[src/rtl/ppc_types.sv]
package ppc_types;

    // --------------------------------------------------
    // Instruction encoding
    // --------------------------------------------------

    // Primary opcodes of the branch forms, instruction bits 0 to 5.
    typedef enum logic [0:5] {
        OP_BC = 6'd16,
        OP_B  = 6'd18,
        OP_XL = 6'd19
    } ppc_opcode_t;

    // Extended opcodes of the XL form, instruction bits 21 to 30.
    localparam logic [0:9] XO_BCLR  = 10'd16;
    localparam logic [0:9] XO_BCCTR = 10'd528;

    // Branch operation resolved by the decoder.
    typedef enum logic [1:0] {
        BRANCH                   = 2'd0,
        BRANCH_CONDITIONAL       = 2'd1,
        BRANCH_CONDITIONAL_LINK  = 2'd2,
        BRANCH_CONDITIONAL_COUNT = 2'd3
    } branch_op_t;

    // --------------------------------------------------
    // Records between the stages
    // --------------------------------------------------

    // Decoded branch fields, big-endian numbering as in the word.
    typedef struct packed {
        branch_op_t  operation;
        // Word displacement of the I form.
        logic [0:23] li;
        // Absolute target.
        logic        aa;
        // Write the link register.
        logic        lk;
        // Branch options.
        logic [0:4]  bo;
        // Bit inside the selected condition field.
        logic [0:1]  bi_bit;
        // Word displacement of the B form.
        logic [0:13] bd;
    } branch_inner_decode_t;

    // One queue entry, with the register snapshot taken at decode.
    typedef struct packed {
        branch_inner_decode_t control;
        logic [0:31]          cia;
        logic [0:3]           cond_reg;
        logic [0:31]          link_reg;
        logic [0:31]          count_reg;
    } branch_issue_t;

    // Resolved branch as it leaves the unit.
    typedef struct packed {
        logic [0:31] nia;
        logic [0:31] link_reg;
        logic [0:31] count_reg;
        logic        taken;
    } branch_result_t;

    // Issue queue sizing.
    localparam int ISSUE_DEPTH = 4;
    localparam int ISSUE_PTR_W = $clog2(ISSUE_DEPTH);
    localparam int ISSUE_CNT_W = ISSUE_PTR_W + 1;

endpackage
[src/rtl/branch_decoder.sv]
`timescale 1ns/1ps

module branch_decoder (
    input  logic                     clk,
    input  logic                     rst_n,
    input  logic                     instr_valid,
    output logic                     instr_ready,
    input  logic [0:31]              instr,
    input  logic [0:31]              cia,
    input  logic [0:31]              cr,
    input  logic [0:31]              lr,
    input  logic [0:31]              ctr,
    output logic                     dec_valid,
    input  logic                     dec_ready,
    output ppc_types::branch_issue_t dec_issue,
    output logic                     illegal_instr
);
    import ppc_types::*;

    ppc_opcode_t          opcode;
    logic [0:9]           xo;
    logic [0:4]           bi;
    logic [0:4]           field_base;
    logic [0:3]           cond_field;
    branch_inner_decode_t ctrl;
    logic                 legal;
    logic                 accept;

    // --------------------------------------------------
    // Field split
    // --------------------------------------------------

    assign opcode = ppc_opcode_t'(instr[0:5]);
    assign xo     = instr[21:30];
    assign bi     = instr[11:15];

    // BI bits 0 to 2 pick one of the eight 4-bit CR fields.
    assign field_base = {bi[0:2], 2'b00};
    assign cond_field = cr[field_base +: 4];

    // Map the word to an operation; unused fields stay zero.
    always_comb
    begin
        ctrl  = '0;
        legal = 1'b1;
        case (opcode)
            OP_B:
            begin
                ctrl.operation = BRANCH;
                ctrl.li        = instr[6:29];
                ctrl.aa        = instr[30];
                ctrl.lk        = instr[31];
            end
            OP_BC:
            begin
                ctrl.operation = BRANCH_CONDITIONAL;
                ctrl.bo        = instr[6:10];
                ctrl.bi_bit    = bi[3:4];
                ctrl.bd        = instr[16:29];
                ctrl.aa        = instr[30];
                ctrl.lk        = instr[31];
            end
            OP_XL:
            begin
                ctrl.bo     = instr[6:10];
                ctrl.bi_bit = bi[3:4];
                ctrl.lk     = instr[31];
                if (xo == XO_BCLR)
                begin
                    ctrl.operation = BRANCH_CONDITIONAL_LINK;
                end
                else if (xo == XO_BCCTR)
                begin
                    ctrl.operation = BRANCH_CONDITIONAL_COUNT;
                    // A count decrement has no meaning with CTR as target.
                    legal = instr[8];
                end
                else
                begin
                    legal = 1'b0;
                end
            end
            default:
            begin
                legal = 1'b0;
            end
        endcase
    end

    // --------------------------------------------------
    // Output stage
    // --------------------------------------------------

    // Stage takes a new word when empty or draining this cycle.
    assign instr_ready = !dec_valid || dec_ready;
    assign accept      = instr_valid && instr_ready;

    always_ff @(posedge clk or negedge rst_n)
    begin
        if (!rst_n)
        begin
            dec_valid     <= 1'b0;
            illegal_instr <= 1'b0;
        end
        else
        begin
            // One-cycle pulse per dropped word.
            illegal_instr <= accept && !legal;
            if (accept)
            begin
                dec_valid <= legal;
            end
            else if (dec_ready)
            begin
                dec_valid <= 1'b0;
            end
        end
    end

    // Record and register snapshot.
    always_ff @(posedge clk)
    begin
        if (accept && legal)
        begin
            dec_issue.control   <= ctrl;
            dec_issue.cia       <= cia;
            dec_issue.cond_reg  <= cond_field;
            dec_issue.link_reg  <= lr;
            dec_issue.count_reg <= ctr;
        end
    end

endmodule

[src/rtl/branch_issue_fifo.sv]
`timescale 1ns/1ps

module branch_issue_fifo (
    input  logic                     clk,
    input  logic                     rst_n,
    input  logic                     dec_valid,
    output logic                     dec_ready,
    input  ppc_types::branch_issue_t dec_issue,
    output logic                     iss_valid,
    input  logic                     iss_ready,
    output ppc_types::branch_issue_t iss_issue
);
    import ppc_types::*;

    branch_issue_t          mem [ISSUE_DEPTH];
    logic [ISSUE_PTR_W-1:0] wr_ptr;
    logic [ISSUE_PTR_W-1:0] rd_ptr;
    logic [ISSUE_CNT_W-1:0] count;
    logic                   push;
    logic                   pop;

    // --------------------------------------------------
    // Flags and handshakes
    // --------------------------------------------------

    // Full only when every entry holds a record.
    assign dec_ready = (count != ISSUE_CNT_W'(ISSUE_DEPTH));
    assign iss_valid = (count != '0);

    assign push = dec_valid && dec_ready;
    assign pop  = iss_valid && iss_ready;

    // Head entry straight from storage.
    assign iss_issue = mem[rd_ptr];

    // --------------------------------------------------
    // Pointers and occupancy
    // --------------------------------------------------

    always_ff @(posedge clk or negedge rst_n)
    begin
        if (!rst_n)
        begin
            wr_ptr <= '0;
            rd_ptr <= '0;
            count  <= '0;
        end
        else
        begin
            if (push)
            begin
                wr_ptr <= (wr_ptr == ISSUE_PTR_W'(ISSUE_DEPTH - 1)) ? '0 : wr_ptr + 1'b1;
            end
            if (pop)
            begin
                rd_ptr <= (rd_ptr == ISSUE_PTR_W'(ISSUE_DEPTH - 1)) ? '0 : rd_ptr + 1'b1;
            end
            // Simultaneous push and pop leave the count as is.
            if (push && !pop)
            begin
                count <= count + 1'b1;
            end
            else if (pop && !push)
            begin
                count <= count - 1'b1;
            end
        end
    end

    // Storage write.
    always_ff @(posedge clk)
    begin
        if (push)
        begin
            mem[wr_ptr] <= dec_issue;
        end
    end

endmodule

[src/rtl/branch_subsystem.sv]
`timescale 1ns/1ps

module branch_subsystem (
    input  logic                      clk,
    input  logic                      rst_n,
    input  logic                      instr_valid,
    output logic                      instr_ready,
    input  logic [0:31]               instr,
    input  logic [0:31]               cia,
    input  logic [0:31]               cr,
    input  logic [0:31]               lr,
    input  logic [0:31]               ctr,
    output logic                      result_valid,
    input  logic                      result_ready,
    output ppc_types::branch_result_t result,
    output logic                      speculative,
    output logic                      clear_speculative,
    output logic                      flush_speculative,
    output logic                      illegal_instr
);
    import ppc_types::*;

    // --------------------------------------------------
    // Stage links
    // --------------------------------------------------

    // Decoder to queue.
    logic          dec_valid;
    logic          dec_ready;
    branch_issue_t dec_issue;

    // Queue to branch unit.
    logic          iss_valid;
    logic          iss_ready;
    branch_issue_t iss_issue;

    branch_decoder i_branch_decoder (
        .clk           (clk),
        .rst_n         (rst_n),
        .instr_valid   (instr_valid),
        .instr_ready   (instr_ready),
        .instr         (instr),
        .cia           (cia),
        .cr            (cr),
        .lr            (lr),
        .ctr           (ctr),
        .dec_valid     (dec_valid),
        .dec_ready     (dec_ready),
        .dec_issue     (dec_issue),
        .illegal_instr (illegal_instr)
    );

    branch_issue_fifo i_branch_issue_fifo (
        .clk       (clk),
        .rst_n     (rst_n),
        .dec_valid (dec_valid),
        .dec_ready (dec_ready),
        .dec_issue (dec_issue),
        .iss_valid (iss_valid),
        .iss_ready (iss_ready),
        .iss_issue (iss_issue)
    );

    branch_unit i_branch_unit (
        .clk               (clk),
        .rst_n             (rst_n),
        .iss_valid         (iss_valid),
        .iss_ready         (iss_ready),
        .iss_issue         (iss_issue),
        .result_valid      (result_valid),
        .result_ready      (result_ready),
        .result            (result),
        .speculative       (speculative),
        .clear_speculative (clear_speculative),
        .flush_speculative (flush_speculative)
    );

endmodule

[src/rtl/branch_unit.sv]
`timescale 1ns/1ps

module branch_unit (
    input  logic                      clk,
    input  logic                      rst_n,
    input  logic                      iss_valid,
    output logic                      iss_ready,
    input  ppc_types::branch_issue_t  iss_issue,
    output logic                      result_valid,
    input  logic                      result_ready,
    output ppc_types::branch_result_t result,
    // High while a conditional branch waits at the output.
    output logic                      speculative,
    // Fall-through guess was right.
    output logic                      clear_speculative,
    // Fall-through guess was wrong.
    output logic                      flush_speculative
);
    import ppc_types::*;

    branch_inner_decode_t ctl;
    logic [0:31]          seq_addr;
    logic [0:31]          rel_base;
    logic [0:31]          li_ext;
    logic [0:31]          bd_ext;
    logic                 decrement;
    logic [0:31]          ctr_next;
    logic                 ctr_ok;
    logic                 cond_ok;
    logic                 taken;
    logic [0:31]          target;
    branch_result_t       next_result;
    branch_op_t           held_op;
    logic                 accept;
    logic                 handoff;

    assign ctl = iss_issue.control;

    // --------------------------------------------------
    // Resolve
    // --------------------------------------------------

    // Address of the next sequential word.
    assign seq_addr = iss_issue.cia + 32'd4;

    // Relative targets add the branch's own address.
    assign rel_base = ctl.aa ? '0 : iss_issue.cia;

    // Word displacements, sign-extended to a byte offset.
    assign li_ext = {{6{ctl.li[0]}}, ctl.li, 2'b00};
    assign bd_ext = {{16{ctl.bd[0]}}, ctl.bd, 2'b00};

    // BO bit 2 clear asks for a CTR decrement, never on bcctr.
    assign decrement = (ctl.operation != BRANCH)
                    && (ctl.operation != BRANCH_CONDITIONAL_COUNT)
                    && !ctl.bo[2];
    assign ctr_next  = decrement ? iss_issue.count_reg - 32'd1 : iss_issue.count_reg;

    // BO bit 3 picks branch on zero or on nonzero.
    assign ctr_ok  = ctl.bo[2] || ((ctr_next != '0) != ctl.bo[3]);
    // BO bit 0 ignores the CR bit, else it must equal BO bit 1.
    assign cond_ok = ctl.bo[0] || (iss_issue.cond_reg[ctl.bi_bit] == ctl.bo[1]);

    always_comb
    begin
        case (ctl.operation)
            BRANCH:
            begin
                target = li_ext + rel_base;
                taken  = 1'b1;
            end
            BRANCH_CONDITIONAL:
            begin
                target = bd_ext + rel_base;
                taken  = ctr_ok && cond_ok;
            end
            BRANCH_CONDITIONAL_LINK:
            begin
                // Word aligned link target.
                target = {iss_issue.link_reg[0:29], 2'b00};
                taken  = ctr_ok && cond_ok;
            end
            default:
            begin
                target = {iss_issue.count_reg[0:29], 2'b00};
                taken  = ctr_ok && cond_ok;
            end
        endcase
    end

    assign next_result.nia       = taken ? target : seq_addr;
    assign next_result.link_reg  = ctl.lk ? seq_addr : iss_issue.link_reg;
    assign next_result.count_reg = ctr_next;
    assign next_result.taken     = taken;

    // --------------------------------------------------
    // Output register
    // --------------------------------------------------

    assign iss_ready = !result_valid || result_ready;
    assign accept    = iss_valid && iss_ready;
    assign handoff   = result_valid && result_ready;

    always_ff @(posedge clk or negedge rst_n)
    begin
        if (!rst_n)
        begin
            result_valid <= 1'b0;
        end
        else if (accept)
        begin
            result_valid <= 1'b1;
        end
        else if (result_ready)
        begin
            result_valid <= 1'b0;
        end
    end

    // Result payload and the operation that made it.
    always_ff @(posedge clk)
    begin
        if (accept)
        begin
            result  <= next_result;
            held_op <= ctl.operation;
        end
    end

    // Speculation signals.
    assign speculative       = result_valid && (held_op != BRANCH);
    assign clear_speculative = handoff && speculative && !result.taken;
    assign flush_speculative = handoff && speculative && result.taken;

endmodule

[config.mk]
export PLATFORM = sky130hd
export DESIGN_NAME = branch_subsystem
export DESIGN_NICKNAME = d
export VERILOG_FILES = /design/src/rtl/ppc_types.sv /design/src/rtl/branch_decoder.sv /design/src/rtl/branch_issue_fifo.sv /design/src/rtl/branch_subsystem.sv /design/src/rtl/branch_unit.sv
export SDC_FILE = /design/constraint.sdc
export NUM_CORES = 1
export LEC_CHECK = 0
export ABC_AREA = 1
export BUFFER_PORTS_ARGS = -buffer_cell sky130_fd_sc_hd__buf_4
export CORE_AREA = 2 2 260 262
export DETAILED_ROUTE_END_ITERATION = 8
export DIE_AREA = 0 0 262 264
export PLACE_DENSITY_LB_ADDON = 0.05
export SYNTH_ARGS = -nofsm -noshare
export SYNTH_HDL_FRONTEND = slang
export SYNTH_SLANG_ARGS = --single-unit
[constraint.sdc]
create_clock -name clk -period 11.33 [get_ports clk]
set_clock_uncertainty 0.1 [all_clocks]
set_input_delay 0.5665 -clock clk [delete_from_list [all_inputs] [get_ports clk]]
set_output_delay 0.5665 -clock clk [all_outputs]
set_load 0.1 [all_outputs]
# == Word-level counts from Yosys, hierarchy flattened ==
# Memory sizes are Yosys's and may differ from the RTL's.
# Index checks and enable logic that the tools add are counted.
# op_classes
n_eq_ne,13
magnitude_cmp,1
add_sub_neg,8
n_shift,1
bitwise_logic,2
muxes,25
n_reduce_logical,37
# ops
operator,n
32-bit two-way mux,4
32-bit one-hot mux with 3 select lines,1
32-bit adder,2
32-bit by 6-bit indexed part select with 33-bit output,1
"32-bit by 3-bit adder with 32-bit output, second input constant",1
32-bit nonzero test,1
"32-bit by 1-bit subtractor with 32-bit output, second input constant",1
"6-bit by 5-bit equality test with 1-bit output, second input constant",3
1-bit logical AND,15
1-bit two-way mux,11
"10-bit equality test, second input constant",1
"10-bit by 5-bit equality test with 1-bit output, second input constant",1
2-bit nonzero test,5
2-bit two-way mux,4
1-bit zero test,7
"2-bit equality test, second input constant",3
3-bit two-way mux,2
5-bit inverter with 6-bit output,1
"2-bit by 1-bit adder with 2-bit output, second input constant",2
1-bit logical OR,4
2-bit one-hot mux with 2 select lines,1
2-bit OR reduction,2
"3-bit by 1-bit adder with 3-bit output, second input constant",1
"3-bit >= comparator, second input constant",1
12 further kinds,12
# word_totals
mem_bits_rw,596
out_inout_bits,103
reg_bits,258
wordCells,110
in_bits,164
mem_count,1
# memory_table
memory,depth,word_bits,rd,rd_clocked_by_memory_dff,wr,line,text
i_branch_issue_fifo.mem,4,149,1,0,1,branch_issue_fifo.sv:15,branch_issue_t mem [ISSUE_DEPTH];

# == Longest topological paths before layout ==
# An unclocked memory read counts as a cell.
# depth
ltp_word,11
mapped_depth,40
mapped_depth_nobuf,31

# == Modules after synthesis ==
# From an unflattened synthesis, not the netlist that was laid out.
# unflattened
cells_unflattened,3356
hier_area_um2,38599.5
# by_module_without_submodules
mod,area_per_inst_um2,cells_each,n_inst,seq_area_each_um2
branch_issue_fifo,24851.3,1798,1,18072.3
branch_unit,8445.6,1244,1,2997.9
branch_decoder,5302.6,314,1,4524.3

# == Least setup slack after synthesis ==
# No wires, ideal clock.
# synth_timing
path_type,flip-flop to flip-flop
startpoint,register i_branch_issue_fifo.count[0]
endpoint,register i_branch_decoder.dec_issue[0] (netlist name)
stages_incl_launch_ff,5
t_arrival_ns,7.597
setup_time_ns,0.662
t_required_ns,10.568
slack_ns,2.972
cell_sequence,dfrtp_1 nor2_1 nand3_1 nand2_1 nor2_1
# synth_via
elab_chain_len,4
# synth_rtl
element,line,text
from (decl),branch_issue_fifo.sv:18,logic [ISSUE_CNT_W-1:0] count;
from (signal assigned),branch_issue_fifo.sv:61,count <= count + 1'b1;
from (signal assigned),branch_issue_fifo.sv:65,count <= count - 1'b1;
3-bit inequality test,branch_issue_fifo.sv:27,assign dec_ready = (count != ISSUE_CNT_W'(ISSUE_DEPTH));
1-bit logical OR,branch_decoder.sv:95,assign instr_ready = !dec_valid || dec_ready;
net instr_ready,branch_subsystem.sv:7,"output logic instr_ready,"
1-bit logical AND,branch_decoder.sv:96,assign accept = instr_valid && instr_ready;
1-bit logical AND,branch_decoder.sv:123,if (accept && legal)
# The timed path passes the listed nets, and every way through them passes these cells.
# A chain may end at the register's enable or synchronous reset.

==> impl_metrics.py <==
metrics = {
    "run_status": {
        "status": "complete, no violations",
    },
    "global_routing": {
        "antenna_found_initial": 0,
        "grt_pass1_vias": 23684,
        "grt_pass1_wl_um": 143000,
        "grt_max_degree": 158,
        "overflow": 0,
        "track_usage": 0.277,
    },
    "timing": {
        "max_freq_ghz": 0.130,
        "slew_violations": 0,
        "slew_headroom": 0.222,
        "final.setup.tns_ps": 0,
        "fin_crit_ps": 7680,
        "rsz0062_at_grt": "false",
        "setup_violations": 0,
        "tightest_slew_ps": 1160,
        "hold_violations": 0,
        "fin_crit_sh": 0.677,
    },
    "routing": {
        "initialDrtViolationCount": 2519,
        "via_count": 24570,
        "detail_route.first_pass.iterations": 6,
        "routedWlPerCell_um": 22.1,
        "wl_um": 96000,
        "route.detailed.drc": 0,
        "antenna_left": 0,
        "viasPerCell": 5.65,
    },
    "synthesis": {
        "synth_xor_area_frac": 0.00845,
        "synthMuxAreaShare": 0.000310,
        "synth_seq_area_share": 0.701,
        "synth_cell_types": 56,
        "syn-cell-area_um2": 36300,
        "synth.avg_cell_area_um2": 11.8,
        "synth-compound-area-share": 0.0809,
        "yosys.area_share.adder": 0.0152,
        "ys_ff_latch": 849,
        "syn_inst": 3068,
        "synth-simple-area-share": 0.153,
        "synth_top_family_by_area": "simple AND/OR/NAND/NOR gates",
        "synth_fp_nets": 3275,
        "yosys_warnings": 0,
    },
    "layout": {
        "drive_gt1_frac": 0.148,
        "final_cell_mix": "839 x edfxtp_1, 627 x nand2_1, 412 x nor2_1",
        "stdcell_count": 4347,
        "final_nets": 3610,
        "layout_commonest_cell": "edfxtp_1",
        "largest-register": "i_branch_issue_fifo.mem",
        "largest_reg_flops": 592,
        "largestRegisters": "i_branch_issue_fifo.mem (592), i_branch_decoder.dec_issue (148), i_branch_unit.result (97)",
        "stdcell_area_um2": 42600,
        "fin_util": 0.641,
        "n_antenna_cell": 0,
        "area_growth_pct": 17.5,
    },
    "cts": {
        "numCtsBuffers": 87,
        "post_cts_buffers": 0,
        "cts_resized": 0,
        "cts_hold_buf": 94,
        "clockBufferDepth": 3,
        "ctsHtreeMaxLevel": 3,
        "root_buffer": "clkbuf_16",
        "cts_tree": "yes",
        "clk_pin_slew_ps": 60,
        "cts_sinks": 849,
        "clk_latency_ps": 630,
    },
    "worst_setup_path": {
        "rrSetupSlack_ps": 3650,
        "r2r-end": "i_branch_unit.result[90]$_DFFE_PP_",
        "endpoint_kind": "flip-flop",
        "crit_path_end": "i_branch_unit.result[90]$_DFFE_PP_",
        "critPathLaunch": "i_branch_issue_fifo.rd_ptr[0]$_DFFE_PN0P_",
        "crit_type": "flip-flop to flip-flop",
        "reg2reg_depth": 25,
        "cp.arrival_ps": 7960,
        "cp.required_ps": 11610,
        "critPathMaxFanout": 80,
        "startpoint_type": "flip-flop",
        "timing.rr.start": "i_branch_issue_fifo.rd_ptr[0]$_DFFE_PN0P_",
    },
    "placement": {
        "placed_cells": 4093,
        "gp_congestion": 0.877,
        "port-buffer-count": 266,
        "dp_hpwl_um": 62200,
        "dpl_cell_area_um2": 38900,
    },
    "job": {
        "maxCapViolCount": 0,
    },
    "hold_path": {
        "hold_class": "primary input to flip-flop",
    },
    "floorplan": {
        "core_area_um2": 66600,
        "fp.dieH_um": 264,
        "die_area_um2": 69200,
        "rows": 95,
        "start_util": 0.545,
        "ios": 267,
        "fp.dieW_um": 262,
    },
}
worst min-delay path by stage:
stage / from / endpoint / slack [ps] / cells past startpoint
after floorplan: rst_n / i_branch_decoder.dec_valid$_DFFE_PN0P_ / 170 / 0
after global placement: rst_n / i_branch_issue_fifo.count[2]$_DFFE_PN0P_ / 320 / 1
after detailed placement: rst_n / i_branch_issue_fifo.count[2]$_DFFE_PN0P_ / 320 / 1
after CTS: ctr[17] / i_branch_decoder.dec_issue[14]$_DFFE_PP_ / 0.7 / 1
after global routing: cia[18] / i_branch_decoder.dec_issue[81]$_DFFE_PP_ / 4 / 1
final: ctr[17] / i_branch_decoder.dec_issue[14]$_DFFE_PP_ / 20 / 1
critical path: stages, from the launching register on:
cell,delay [ps]
dfrtp_4,880
buf_4,500
buf_4,660
buf_4,770
nand2_1,100
a32oi_1,370
inv_1,120
ha_1,360
clkinv_1,470
nor2_1,120
a31oi_1,350
ha_1,340
o21ai_0,390
inv_1,80
a21oi_1,140
inv_1,80
nand2_1,60
nand2_1,90
nand2_1,70
nand2_1,80
a21boi_0,330
o21ai_0,170
o21ai_0,370
o211ai_1,160
nand2_1,110
nand2_1,60
Yosys cell counts (all sizes together):
| library cell | instances | area [µm²] |
|---|---|---|
| a32o | 12 | 120 |
| a32oi | 22 | 223 |
| mux2 | 1 | 11.3 |
| nand3b | 2 | 15.0 |
| o211ai | 6 | 45.0 |
| o21bai | 3 | 22.5 |
| a21o | 5 | 37.5 |
| and2 | 1 | 6.26 |
| o221ai | 15 | 131 |
| o21ai | 238 | 1190 |
| ha | 41 | 513 |
| o32ai | 1 | 8.76 |
| a211oi | 3 | 22.5 |
| clkbuf | 68 | 255 |
| clkinv | 2 | 7.51 |
| nor2 | 440 | 1760 |
| a21boi | 3 | 22.5 |
| xnor2 | 5 | 43.8 |
| and3 | 1 | 6.26 |
| a21oi | 84 | 420 |
| nand4 | 22 | 150 |
| inv | 183 | 689 |
| o31ai | 2 | 15.0 |
| or2 | 5 | 31.3 |
| edfxtp | 839 | 25200 |
| xor2 | 30 | 263 |
| nand2 | 653 | 2530 |
| buf | 72 | 549 |
| nand3 | 168 | 868 |
| o22a | 1 | 8.76 |
| o21a | 3 | 22.5 |
| fa | 2 | 40.0 |
| o22ai | 67 | 419 |
| dfrtp | 10 | 250 |
| nor4 | 10 | 68.8 |
| nor3 | 12 | 103 |
| a31oi | 36 | 225 |
layout make-up:
| type | count | area [µm²] |
|---|---|---|
| clock inverter | 54 | 526 |
| sequential | 849 | 25500 |
| tap | 873 | 1090 |
| inverter | 185 | 704 |
| multi-input combinational | 1894 | 9400 |
| fill | 5123 | 23900 |
| clock buffer | 106 | 2290 |
| timing repair buffer | 386 | 3180 |
routing by layer:
metal / routed length, µm / part of all wire / GRT usage
met5: 0 / 0 / 0
met1: 41700 / 0.43 / 0.398
met4: 1990 / 0.021 / 0.0661
met3: 7110 / 0.074 / 0.0482
met2: 45100 / 0.47 / 0.443
through the flow:
step | setup slack (ps) | hold slack [ps]
after CTS | 3700 | 0.673
after detailed placement | 3670 | 319
after global placement | 3850 | 318
final | 3650 | 23.7
after floorplan | 2970 | 171
after global routing | 2890 | 4.08
cell families after synthesis:
kind of cell | count (synthesis)
flops | 849
xor+xnor | 35
simple gates | 1314
buf+inv | 325
mux | 1
fa+ha+maj | 43
compound gates | 501
Power is left out: the tool's default activity adds up to more than one toggle a clock period on the data nets, which glitch-free logic cannot reach.
